File: src/source/flit_pkg.sv
`default_nettype none

package flit_pkg;

    localparam int COORD_W = 4;
    localparam int PAYLOAD_W = 20;
    localparam int FLIT_W = 3 * COORD_W + PAYLOAD_W;

    // destination fields sit above the payload, x on top
    localparam int DEST_X_LSB = FLIT_W - COORD_W;
    localparam int DEST_Y_LSB = DEST_X_LSB - COORD_W;
    localparam int DEST_Z_LSB = DEST_Y_LSB - COORD_W;

    typedef logic [COORD_W-1:0] coord_t;
    typedef logic [PAYLOAD_W-1:0] payload_t;
    typedef logic [FLIT_W-1:0] flit_t;

endpackage

`default_nettype wire

File: src/source/port_pkg.sv
`default_nettype none

package port_pkg;

    localparam int PORT_NUM = 6;

    // bit i of a port mask belongs to the port with value i
    typedef enum logic [2:0] {
        PORT_XPOS  = 3'd0,
        PORT_YPOS  = 3'd1,
        PORT_ZPOS  = 3'd2,
        PORT_XNEG  = 3'd3,
        PORT_YNEG  = 3'd4,
        PORT_ZNEG  = 3'd5,
        PORT_LOCAL = 3'd6
    } port_t;

    typedef logic [PORT_NUM-1:0] port_mask_t;

endpackage

`default_nettype wire

File: src/source/crossbar.sv
`timescale 1ns/1ps
`default_nettype none

module crossbar (
    input  wire                       clk,
    input  wire                       reset,
    input  wire flit_pkg::flit_t      head_xpos,
    input  wire flit_pkg::flit_t      head_ypos,
    input  wire flit_pkg::flit_t      head_zpos,
    input  wire flit_pkg::flit_t      head_xneg,
    input  wire flit_pkg::flit_t      head_yneg,
    input  wire flit_pkg::flit_t      head_zneg,
    input  wire port_pkg::port_t      sel_xpos,
    input  wire port_pkg::port_t      sel_ypos,
    input  wire port_pkg::port_t      sel_zpos,
    input  wire port_pkg::port_t      sel_xneg,
    input  wire port_pkg::port_t      sel_yneg,
    input  wire port_pkg::port_t      sel_zneg,
    input  wire                       sel_xpos_valid,
    input  wire                       sel_ypos_valid,
    input  wire                       sel_zpos_valid,
    input  wire                       sel_xneg_valid,
    input  wire                       sel_yneg_valid,
    input  wire                       sel_zneg_valid,
    input  wire port_pkg::port_mask_t eject,
    output flit_pkg::flit_t           out_xpos,
    output flit_pkg::flit_t           out_ypos,
    output flit_pkg::flit_t           out_zpos,
    output flit_pkg::flit_t           out_xneg,
    output flit_pkg::flit_t           out_yneg,
    output flit_pkg::flit_t           out_zneg,
    output logic                      out_xpos_valid,
    output logic                      out_ypos_valid,
    output logic                      out_zpos_valid,
    output logic                      out_xneg_valid,
    output logic                      out_yneg_valid,
    output logic                      out_zneg_valid,
    output flit_pkg::flit_t           eject_xpos,
    output flit_pkg::flit_t           eject_ypos,
    output flit_pkg::flit_t           eject_zpos,
    output flit_pkg::flit_t           eject_xneg,
    output flit_pkg::flit_t           eject_yneg,
    output flit_pkg::flit_t           eject_zneg,
    output logic                      eject_xpos_valid,
    output logic                      eject_ypos_valid,
    output logic                      eject_zpos_valid,
    output logic                      eject_xneg_valid,
    output logic                      eject_yneg_valid,
    output logic                      eject_zneg_valid
);

    flit_pkg::flit_t      head [port_pkg::PORT_NUM];
    port_pkg::port_t      sel [port_pkg::PORT_NUM];
    port_pkg::port_mask_t sel_valid;
    flit_pkg::flit_t      out_q [port_pkg::PORT_NUM];
    flit_pkg::flit_t      eject_q [port_pkg::PORT_NUM];
    port_pkg::port_mask_t out_valid_q;
    port_pkg::port_mask_t eject_valid_q;

    assign head = '{head_xpos, head_ypos, head_zpos, head_xneg, head_yneg, head_zneg};
    assign sel = '{sel_xpos, sel_ypos, sel_zpos, sel_xneg, sel_yneg, sel_zneg};
    assign sel_valid = {sel_zneg_valid, sel_yneg_valid, sel_xneg_valid,
                        sel_zpos_valid, sel_ypos_valid, sel_xpos_valid};

    always_ff @(posedge clk) begin
        for (int i = 0; i < port_pkg::PORT_NUM; i++) begin
            if (sel_valid[i]) begin
                out_q[i] <= head[sel[i]];
            end
            // eject port i only ever carries input i
            if (eject[i]) begin
                eject_q[i] <= head[i];
            end
        end
    end

    always_ff @(posedge clk) begin
        if (reset) begin
            out_valid_q <= '0;
            eject_valid_q <= '0;
        end else begin
            out_valid_q <= sel_valid;
            eject_valid_q <= eject;
        end
    end

    assign out_xpos = out_q[0];
    assign out_ypos = out_q[1];
    assign out_zpos = out_q[2];
    assign out_xneg = out_q[3];
    assign out_yneg = out_q[4];
    assign out_zneg = out_q[5];
    assign {out_zneg_valid, out_yneg_valid, out_xneg_valid,
            out_zpos_valid, out_ypos_valid, out_xpos_valid} = out_valid_q;

    assign eject_xpos = eject_q[0];
    assign eject_ypos = eject_q[1];
    assign eject_zpos = eject_q[2];
    assign eject_xneg = eject_q[3];
    assign eject_yneg = eject_q[4];
    assign eject_zneg = eject_q[5];
    assign {eject_zneg_valid, eject_yneg_valid, eject_xneg_valid,
            eject_zpos_valid, eject_ypos_valid, eject_xpos_valid} = eject_valid_q;

endmodule

`default_nettype wire

File: src/source/input_queue.sv
`timescale 1ns/1ps
`default_nettype none

module input_queue #(
    parameter int queue_depth = 16
)(
    input  wire                  clk,
    input  wire                  reset,
    input  wire flit_pkg::flit_t in,
    input  wire                  write,
    input  wire                  pop,
    output flit_pkg::flit_t      head,
    output logic                 head_valid
);

    localparam int ptr_w = $clog2(queue_depth);

    flit_pkg::flit_t mem [queue_depth];
    logic [ptr_w-1:0] rd_ptr;
    logic [ptr_w-1:0] wr_ptr;
    logic [ptr_w:0]   count;
    logic             full;
    logic             do_write;
    logic             do_pop;

    assign head_valid = count != '0;
    assign full = count == (ptr_w + 1)'(queue_depth);
    // flits arriving at a full queue are dropped
    assign do_write = write && !full;
    assign do_pop = pop && head_valid;
    assign head = mem[rd_ptr];

    always_ff @(posedge clk) begin
        if (do_write) begin
            mem[wr_ptr] <= in;
        end
    end

    always_ff @(posedge clk) begin
        if (reset) begin
            rd_ptr <= '0;
            wr_ptr <= '0;
            count <= '0;
        end else begin
            if (do_write) begin
                wr_ptr <= wr_ptr + 1'b1;
            end
            if (do_pop) begin
                rd_ptr <= rd_ptr + 1'b1;
            end
            case ({do_write, do_pop})
                2'b10: count <= count + 1'b1;
                2'b01: count <= count - 1'b1;
                default: count <= count;
            endcase
        end
    end

endmodule

`default_nettype wire

File: src/source/route_comp.sv
`timescale 1ns/1ps
`default_nettype none

module route_comp #(
    parameter flit_pkg::coord_t cur_x = '0,
    parameter flit_pkg::coord_t cur_y = '0,
    parameter flit_pkg::coord_t cur_z = '0
)(
    input  wire flit_pkg::flit_t head,
    output port_pkg::port_t      route
);

    flit_pkg::coord_t dest_x;
    flit_pkg::coord_t dest_y;
    flit_pkg::coord_t dest_z;

    assign dest_x = head[flit_pkg::DEST_X_LSB +: flit_pkg::COORD_W];
    assign dest_y = head[flit_pkg::DEST_Y_LSB +: flit_pkg::COORD_W];
    assign dest_z = head[flit_pkg::DEST_Z_LSB +: flit_pkg::COORD_W];

    // x first, then y, then z
    always_comb begin
        if (dest_x > cur_x) begin
            route = port_pkg::PORT_XPOS;
        end else if (dest_x < cur_x) begin
            route = port_pkg::PORT_XNEG;
        end else if (dest_y > cur_y) begin
            route = port_pkg::PORT_YPOS;
        end else if (dest_y < cur_y) begin
            route = port_pkg::PORT_YNEG;
        end else if (dest_z > cur_z) begin
            route = port_pkg::PORT_ZPOS;
        end else if (dest_z < cur_z) begin
            route = port_pkg::PORT_ZNEG;
        end else begin
            // arrived, hand to the kernel
            route = port_pkg::PORT_LOCAL;
        end
    end

endmodule

`default_nettype wire

File: src/source/router.sv
`timescale 1ns/1ps
`default_nettype none

module router #(
    parameter flit_pkg::coord_t cur_x = '0,
    parameter flit_pkg::coord_t cur_y = '0,
    parameter flit_pkg::coord_t cur_z = '0,
    parameter int queue_depth = 16
)(
    input  wire                  clk,
    input  wire                  reset,
    // neighbour links in
    input  wire flit_pkg::flit_t in_xpos,
    input  wire flit_pkg::flit_t in_ypos,
    input  wire flit_pkg::flit_t in_zpos,
    input  wire flit_pkg::flit_t in_xneg,
    input  wire flit_pkg::flit_t in_yneg,
    input  wire flit_pkg::flit_t in_zneg,
    input  wire                  in_xpos_valid,
    input  wire                  in_ypos_valid,
    input  wire                  in_zpos_valid,
    input  wire                  in_xneg_valid,
    input  wire                  in_yneg_valid,
    input  wire                  in_zneg_valid,
    // neighbour links out
    output flit_pkg::flit_t      out_xpos,
    output flit_pkg::flit_t      out_ypos,
    output flit_pkg::flit_t      out_zpos,
    output flit_pkg::flit_t      out_xneg,
    output flit_pkg::flit_t      out_yneg,
    output flit_pkg::flit_t      out_zneg,
    output logic                 out_xpos_valid,
    output logic                 out_ypos_valid,
    output logic                 out_zpos_valid,
    output logic                 out_xneg_valid,
    output logic                 out_yneg_valid,
    output logic                 out_zneg_valid,
    // to the application kernel, one per input link
    output flit_pkg::flit_t      eject_xpos,
    output flit_pkg::flit_t      eject_ypos,
    output flit_pkg::flit_t      eject_zpos,
    output flit_pkg::flit_t      eject_xneg,
    output flit_pkg::flit_t      eject_yneg,
    output flit_pkg::flit_t      eject_zneg,
    output logic                 eject_xpos_valid,
    output logic                 eject_ypos_valid,
    output logic                 eject_zpos_valid,
    output logic                 eject_xneg_valid,
    output logic                 eject_yneg_valid,
    output logic                 eject_zneg_valid
);

    // index order follows port_t
    wire flit_pkg::flit_t [port_pkg::PORT_NUM-1:0] in_flit =
        {in_zneg, in_yneg, in_xneg, in_zpos, in_ypos, in_xpos};
    wire port_pkg::port_mask_t in_valid =
        {in_zneg_valid, in_yneg_valid, in_xneg_valid, in_zpos_valid, in_ypos_valid, in_xpos_valid};

    wire flit_pkg::flit_t      head [port_pkg::PORT_NUM];
    wire port_pkg::port_t      route [port_pkg::PORT_NUM];
    wire port_pkg::port_t      sel [port_pkg::PORT_NUM];
    wire port_pkg::port_mask_t sel_valid;
    wire port_pkg::port_mask_t head_valid;
    wire port_pkg::port_mask_t pop;
    wire port_pkg::port_mask_t eject;

    for (genvar i = 0; i < port_pkg::PORT_NUM; i++) begin : g_port
        input_queue #(
            .queue_depth(queue_depth)
        ) i_queue (
            .clk(clk),
            .reset(reset),
            .in(in_flit[i]),
            .write(in_valid[i]),
            .pop(pop[i]),
            .head(head[i]),
            .head_valid(head_valid[i])
        );

        route_comp #(
            .cur_x(cur_x),
            .cur_y(cur_y),
            .cur_z(cur_z)
        ) i_route (
            .head(head[i]),
            .route(route[i])
        );
    end

    switch_alloc i_alloc (
        .clk(clk),
        .reset(reset),
        .head_valid(head_valid),
        .route_xpos(route[0]),
        .route_ypos(route[1]),
        .route_zpos(route[2]),
        .route_xneg(route[3]),
        .route_yneg(route[4]),
        .route_zneg(route[5]),
        .pop(pop),
        .eject(eject),
        .sel_xpos(sel[0]),
        .sel_ypos(sel[1]),
        .sel_zpos(sel[2]),
        .sel_xneg(sel[3]),
        .sel_yneg(sel[4]),
        .sel_zneg(sel[5]),
        .sel_xpos_valid(sel_valid[0]),
        .sel_ypos_valid(sel_valid[1]),
        .sel_zpos_valid(sel_valid[2]),
        .sel_xneg_valid(sel_valid[3]),
        .sel_yneg_valid(sel_valid[4]),
        .sel_zneg_valid(sel_valid[5])
    );

    crossbar i_xbar (
        .clk(clk),
        .reset(reset),
        .head_xpos(head[0]),
        .head_ypos(head[1]),
        .head_zpos(head[2]),
        .head_xneg(head[3]),
        .head_yneg(head[4]),
        .head_zneg(head[5]),
        .sel_xpos(sel[0]),
        .sel_ypos(sel[1]),
        .sel_zpos(sel[2]),
        .sel_xneg(sel[3]),
        .sel_yneg(sel[4]),
        .sel_zneg(sel[5]),
        .sel_xpos_valid(sel_valid[0]),
        .sel_ypos_valid(sel_valid[1]),
        .sel_zpos_valid(sel_valid[2]),
        .sel_xneg_valid(sel_valid[3]),
        .sel_yneg_valid(sel_valid[4]),
        .sel_zneg_valid(sel_valid[5]),
        .eject(eject),
        .out_xpos(out_xpos),
        .out_ypos(out_ypos),
        .out_zpos(out_zpos),
        .out_xneg(out_xneg),
        .out_yneg(out_yneg),
        .out_zneg(out_zneg),
        .out_xpos_valid(out_xpos_valid),
        .out_ypos_valid(out_ypos_valid),
        .out_zpos_valid(out_zpos_valid),
        .out_xneg_valid(out_xneg_valid),
        .out_yneg_valid(out_yneg_valid),
        .out_zneg_valid(out_zneg_valid),
        .eject_xpos(eject_xpos),
        .eject_ypos(eject_ypos),
        .eject_zpos(eject_zpos),
        .eject_xneg(eject_xneg),
        .eject_yneg(eject_yneg),
        .eject_zneg(eject_zneg),
        .eject_xpos_valid(eject_xpos_valid),
        .eject_ypos_valid(eject_ypos_valid),
        .eject_zpos_valid(eject_zpos_valid),
        .eject_xneg_valid(eject_xneg_valid),
        .eject_yneg_valid(eject_yneg_valid),
        .eject_zneg_valid(eject_zneg_valid)
    );

endmodule

`default_nettype wire

File: src/source/switch_alloc.sv
`timescale 1ns/1ps
`default_nettype none

module switch_alloc (
    input  wire                       clk,
    input  wire                       reset,
    input  wire port_pkg::port_mask_t head_valid,
    input  wire port_pkg::port_t      route_xpos,
    input  wire port_pkg::port_t      route_ypos,
    input  wire port_pkg::port_t      route_zpos,
    input  wire port_pkg::port_t      route_xneg,
    input  wire port_pkg::port_t      route_yneg,
    input  wire port_pkg::port_t      route_zneg,
    output port_pkg::port_mask_t      pop,
    output port_pkg::port_mask_t      eject,
    output port_pkg::port_t           sel_xpos,
    output port_pkg::port_t           sel_ypos,
    output port_pkg::port_t           sel_zpos,
    output port_pkg::port_t           sel_xneg,
    output port_pkg::port_t           sel_yneg,
    output port_pkg::port_t           sel_zneg,
    output logic                      sel_xpos_valid,
    output logic                      sel_ypos_valid,
    output logic                      sel_zpos_valid,
    output logic                      sel_xneg_valid,
    output logic                      sel_yneg_valid,
    output logic                      sel_zneg_valid
);

    port_pkg::port_t      route [port_pkg::PORT_NUM];
    port_pkg::port_t      winner [port_pkg::PORT_NUM];
    port_pkg::port_t      ptr [port_pkg::PORT_NUM];
    port_pkg::port_mask_t found;
    port_pkg::port_mask_t grant;

    function automatic port_pkg::port_t next_port(input port_pkg::port_t p);
        if (p == port_pkg::PORT_ZNEG) begin
            return port_pkg::PORT_XPOS;
        end
        return port_pkg::port_t'(p + 3'd1);
    endfunction

    assign route = '{route_xpos, route_ypos, route_zpos, route_xneg, route_yneg, route_zneg};

    // per output, first requester at or after the pointer wins
    always_comb begin
        int idx;
        grant = '0;
        for (int o = 0; o < port_pkg::PORT_NUM; o++) begin
            found[o] = 1'b0;
            winner[o] = ptr[o];
            for (int k = 0; k < port_pkg::PORT_NUM; k++) begin
                idx = (int'(ptr[o]) + k) % port_pkg::PORT_NUM;
                if (!found[o] && head_valid[idx] && route[idx] == port_pkg::port_t'(o)) begin
                    found[o] = 1'b1;
                    winner[o] = port_pkg::port_t'(idx);
                end
            end
            if (found[o]) begin
                grant[winner[o]] = 1'b1;
            end
        end
    end

    // local heads never compete
    always_comb begin
        for (int i = 0; i < port_pkg::PORT_NUM; i++) begin
            eject[i] = head_valid[i] && route[i] == port_pkg::PORT_LOCAL;
        end
    end

    assign pop = grant | eject;

    always_ff @(posedge clk) begin
        if (reset) begin
            for (int o = 0; o < port_pkg::PORT_NUM; o++) begin
                ptr[o] <= port_pkg::PORT_XPOS;
            end
        end else begin
            // next search starts one past the winner
            for (int o = 0; o < port_pkg::PORT_NUM; o++) begin
                if (found[o]) begin
                    ptr[o] <= next_port(winner[o]);
                end
            end
        end
    end

    assign sel_xpos = winner[0];
    assign sel_ypos = winner[1];
    assign sel_zpos = winner[2];
    assign sel_xneg = winner[3];
    assign sel_yneg = winner[4];
    assign sel_zneg = winner[5];
    assign {sel_zneg_valid, sel_yneg_valid, sel_xneg_valid,
            sel_zpos_valid, sel_ypos_valid, sel_xpos_valid} = found;

endmodule

`default_nettype wire

File: config.mk
export PLATFORM = sky130hd
export DESIGN_NAME = router
export DESIGN_NICKNAME = d
export VERILOG_FILES = /design/src/source/flit_pkg.sv /design/src/source/port_pkg.sv /design/src/source/crossbar.sv /design/src/source/input_queue.sv /design/src/source/route_comp.sv /design/src/source/router.sv /design/src/source/switch_alloc.sv
export SDC_FILE = /design/constraint.sdc
export NUM_CORES = 2
export LEC_CHECK = 0
export BUFFER_PORTS_ARGS = -buffer_cell sky130_fd_sc_hd__buf_2
export CAP_MARGIN = 20
export CORE_ASPECT_RATIO = 0.6
export CORE_MARGIN = 4
export CORE_UTILIZATION = 50
export CTS_CLUSTER_DIAMETER = 120
export DETAILED_ROUTE_END_ITERATION = 10
export MAX_ROUTING_LAYER = met4
export PLACE_DENSITY_LB_ADDON = 0.12
export SYNTH_ARGS = -nofsm -noshare
export SYNTH_HDL_FRONTEND = slang
export SYNTH_SLANG_ARGS = --single-unit
File: constraint.sdc
create_clock -name clk -period 16.7 [get_ports clk]
set_input_delay 1.67 -clock clk [delete_from_list [all_inputs] [get_ports clk]]
set_output_delay 1.67 -clock clk [all_outputs]
set_load 0.02 [all_outputs]
==> results.json <==
{
  "rsz0062_at_grt": "false",
  "timing.fmax_ghz": 0.09565,
  "slowest_stage": "dfxtp_4",
  "crit_required_ns": 17.52,
  "cp-endpoint": "g_port[1].i_queue.count[4]$_SDFFE_PP0P_",
  "grt_pass1_wl_um": 644100,
  "boundaryPins": 596,
  "first_global_vias": 79740,
  "critPathCaptureType": "flop",
  "seq_area_frac_synth_pct": 72.56,
  "multiInputGateArea_um2": 38940,
  "routed_wl_um": 463900,
  "timing.rr.end": "g_port[1].i_queue.count[4]$_SDFFE_PP0P_",
  "vias": 83930,
  "htree_levels": 5,
  "fp.dieW_um": 707.8,
  "status": "finished clean",
  "cp.arrival_ns": 11.28,
  "ir_drop_v": 0.0002676,
  "cts_resized": 0,
  "clkLatencyLatePin_ns": 0.93,
  "ys.warnings.count": 0,
  "tns_ns": 0,
  "cap_violations": 0,
  "max_slew_margin_pct": 13.07,
  "syn_area_um2": 146900,
  "clkSlewWorstSetupHoldPaths_ns": 0.06,
  "gp_congestion": 0.9739,
  "portBuffers": 595,
  "vias_per_cell": 6.521,
  "crit_chain": "buf_4, mux4_2, a22oi_1, nand2_1, buf_4, or4_1, nor3_1, a222oi_1, o2111a_1, nor2_1, nand2_1, o2bb2ai_2, and2_4, buf_4, a311oi_2, a21boi_2, inv_1, ha_1, ha_1, a21o_1, a21oi_1, xor2_1, or3_1, a21oi_1",
  "async_reset_ff_share_pct": 0,
  "hold_path.class": "flop to flop",
  "grt_max_degree": 114,
  "synth-seq-cells": 3588,
  "regArea_um2": 106700,
  "cts.sinks": 3588,
  "drv_slew": 0,
  "antenna_found_initial": 85,
  "dr.pass1.iters": 7,
  "finalHoldViolCount": 0,
  "drtAntennaViolNets": 0,
  "cts_hold_buf": 0,
  "rrSetupSlack_ns": 6.24,
  "postCtsSetupBuffers": 0,
  "final_util_pct": 57.29,
  "hold_slack_ns": 0.4896,
  "avgSynthCellArea_um2": 18.62,
  "fillers": 21740,
  "synth_edf_count": 3474,
  "path_max_fanout": 57,
  "grt.total_usage_pct": 31.27,
  "tightest_slew_ns": 1.287,
  "ys.flop_type": "edfxtp_1",
  "yosysUniqueCellTypes": 116,
  "grt_overflow": 0,
  "coreArea_um2": 291200,
  "pwr_density_cell_nw_per_um2": 174.7,
  "p_leak_nw": 53.90,
  "fp-row-count": 153,
  "cts_buffers": 331,
  "dp_hpwl_um": 302300,
  "dieArea_um2": 302900,
  "total_power_mw": 29.15,
  "drc_errors": 0,
  "synthCells": 7891,
  "fin_crit_ns": 10.46,
  "cp_common_cell": "buf_4",
  "setup_viol": 0,
  "start_kind": "flop",
  "reg2regPathDepth": 24,
  "wl_per_cell_um": 36.04,
  "drive_gt1_share_pct": 27.56,
  "worstSetupPathType": "flop to flop",
  "layout_commonest_cell": "edfxtp_1",
  "cpPeakStageDelay_ns": 0.94,
  "mostFrequentLayoutCells": "edfxtp_1 (3,474), mux4_2 (894), nand2_1 (616)",
  "cts_tree": "yes",
  "root_buffer": "clkbuf_16",
  "min_period_over_period_pct": 62.61,
  "skew_ns": 0.05354,
  "nNetsFinal": 8977,
  "die_y_um": 427.9,
  "clockBufferDepth": 4,
  "drt-initial-drc-count": 12630,
  "syn_to_final_growth_pct": 13.54,
  "start_util_pct": 50.46
}
-- layer usage --
metal | vias to the layer above | wire length [um] | part of all wire (%) | GRT usage, %
li1 | 33800 | - | - | -
met1 | 44180 | 186800 | 40 | 44.01
met2 | 5008 | 208800 | 45 | 45.08
met3 | 938 | 48720 | 11 | 7.377
met4 | 0 | 19530 | 4.2 | 10.97
met5 | - | 0 | 0 | -
-- registers in the layout (all words and copies together) (netlist names), named ones only --
signal and flops:
g_port.i_queue.mem 3072, i_xbar.eject_q 192, i_xbar.out_q 192, g_port.i_queue.count 30, g_port.i_queue.rd_ptr 24, g_port.i_queue.wr_ptr 24
i_alloc.ptr 18, i_xbar.eject_valid_q 6, i_xbar.out_valid_q 6
-- layout make-up --
type                    count  share of cell area [%]
well taps                3875                   2.906
inverters                 138                  0.3113
multi-input cells        3789                   23.34
clock inverters           187                   1.322
clock buffers             406                   5.178
repair buffers            833                   2.913
flip-flops and latches   3588                   63.94
diodes                     55                 0.08250
-- where the power goes --
part | internal (mW) | switching [mW] | leakage [nW]
sequential | 10.7 | 0.336 | 32.5
clock | 4.34 | 3.38 | 5.25
combinational | 3.54 | 6.90 | 16.2
-- worst min-delay path by stage --
| stage | startpoint | to | slack [ns] | depth (start not counted) |
|---|---|---|---|---|
| 2_1_floorplan | g_port[5].i_queue.rd_ptr[3]$_SDFFE_PP0P_ | flop | 0.46 | 2 |
| 3_3_place_gp | g_port[3].i_queue.rd_ptr[3]$_SDFFE_PP0P_ | flop | 0.48 | 2 |
| 3_5_place_dp | g_port[2].i_queue.rd_ptr[1]$_SDFFE_PP0P_ | flop | 0.48 | 2 |
| 4_1_cts | g_port[3].i_queue.rd_ptr[3]$_SDFFE_PP0P_ | flop | 0.49 | 2 |
| 5_1_grt | g_port[3].i_queue.rd_ptr[3]$_SDFFE_PP0P_ | flop | 0.52 | 2 |
| 6_report | g_port[3].i_queue.rd_ptr[3]$_SDFFE_PP0P_ | flop | 0.49 | 2 |
-- cell families after synthesis --
group	share of synthesized area, %
simple gates	3.938
compound gates	5.142
buf+inv	1.782
flops	72.56
other cells	0.002552
xor+xnor	0.3696
mux	15.36
fa+ha+maj	0.8482
-- worst max-delay path, delay by kind of cell (launching register included) --
kind	cells	cell delay (ns)
flops	1	0.94
xor+xnor	1	0.09
compound gates	9	2.89
mux	1	0.60
fa+ha+maj	2	0.60
simple gates	7	3.04
buf+inv	4	2.00
-- cell usage after synthesis, types with 94 or more instances --
cell type / n / area share (%)
nand2_1: 616 / 1.6
a221oi_1: 174 / 1.0
mux4_2: 894 / 14
clkbuf_1: 298 / 0.76
edfxtp_1: 3474 / 71
dfxtp_1: 114 / 1.6
inv_1: 120 / 0.31
a21oi_1: 368 / 1.3
o21ai_0: 152 / 0.52
nor2_1: 326 / 0.83
buf_1: 94 / 0.24
mux2i_1: 149 / 1.0
-- stage by stage --
stage                     std cells  setup WS, ns  area (um^2)
after floorplan                7998         10.31       147300
after global placement        12220         6.676       155700
after detailed placement      12220         6.552       155700
after CTS                     12810         6.497       166600
after global routing          12840         5.770       166800
final                         12870         6.245       166800
Power figures use the tool's default switching activity.
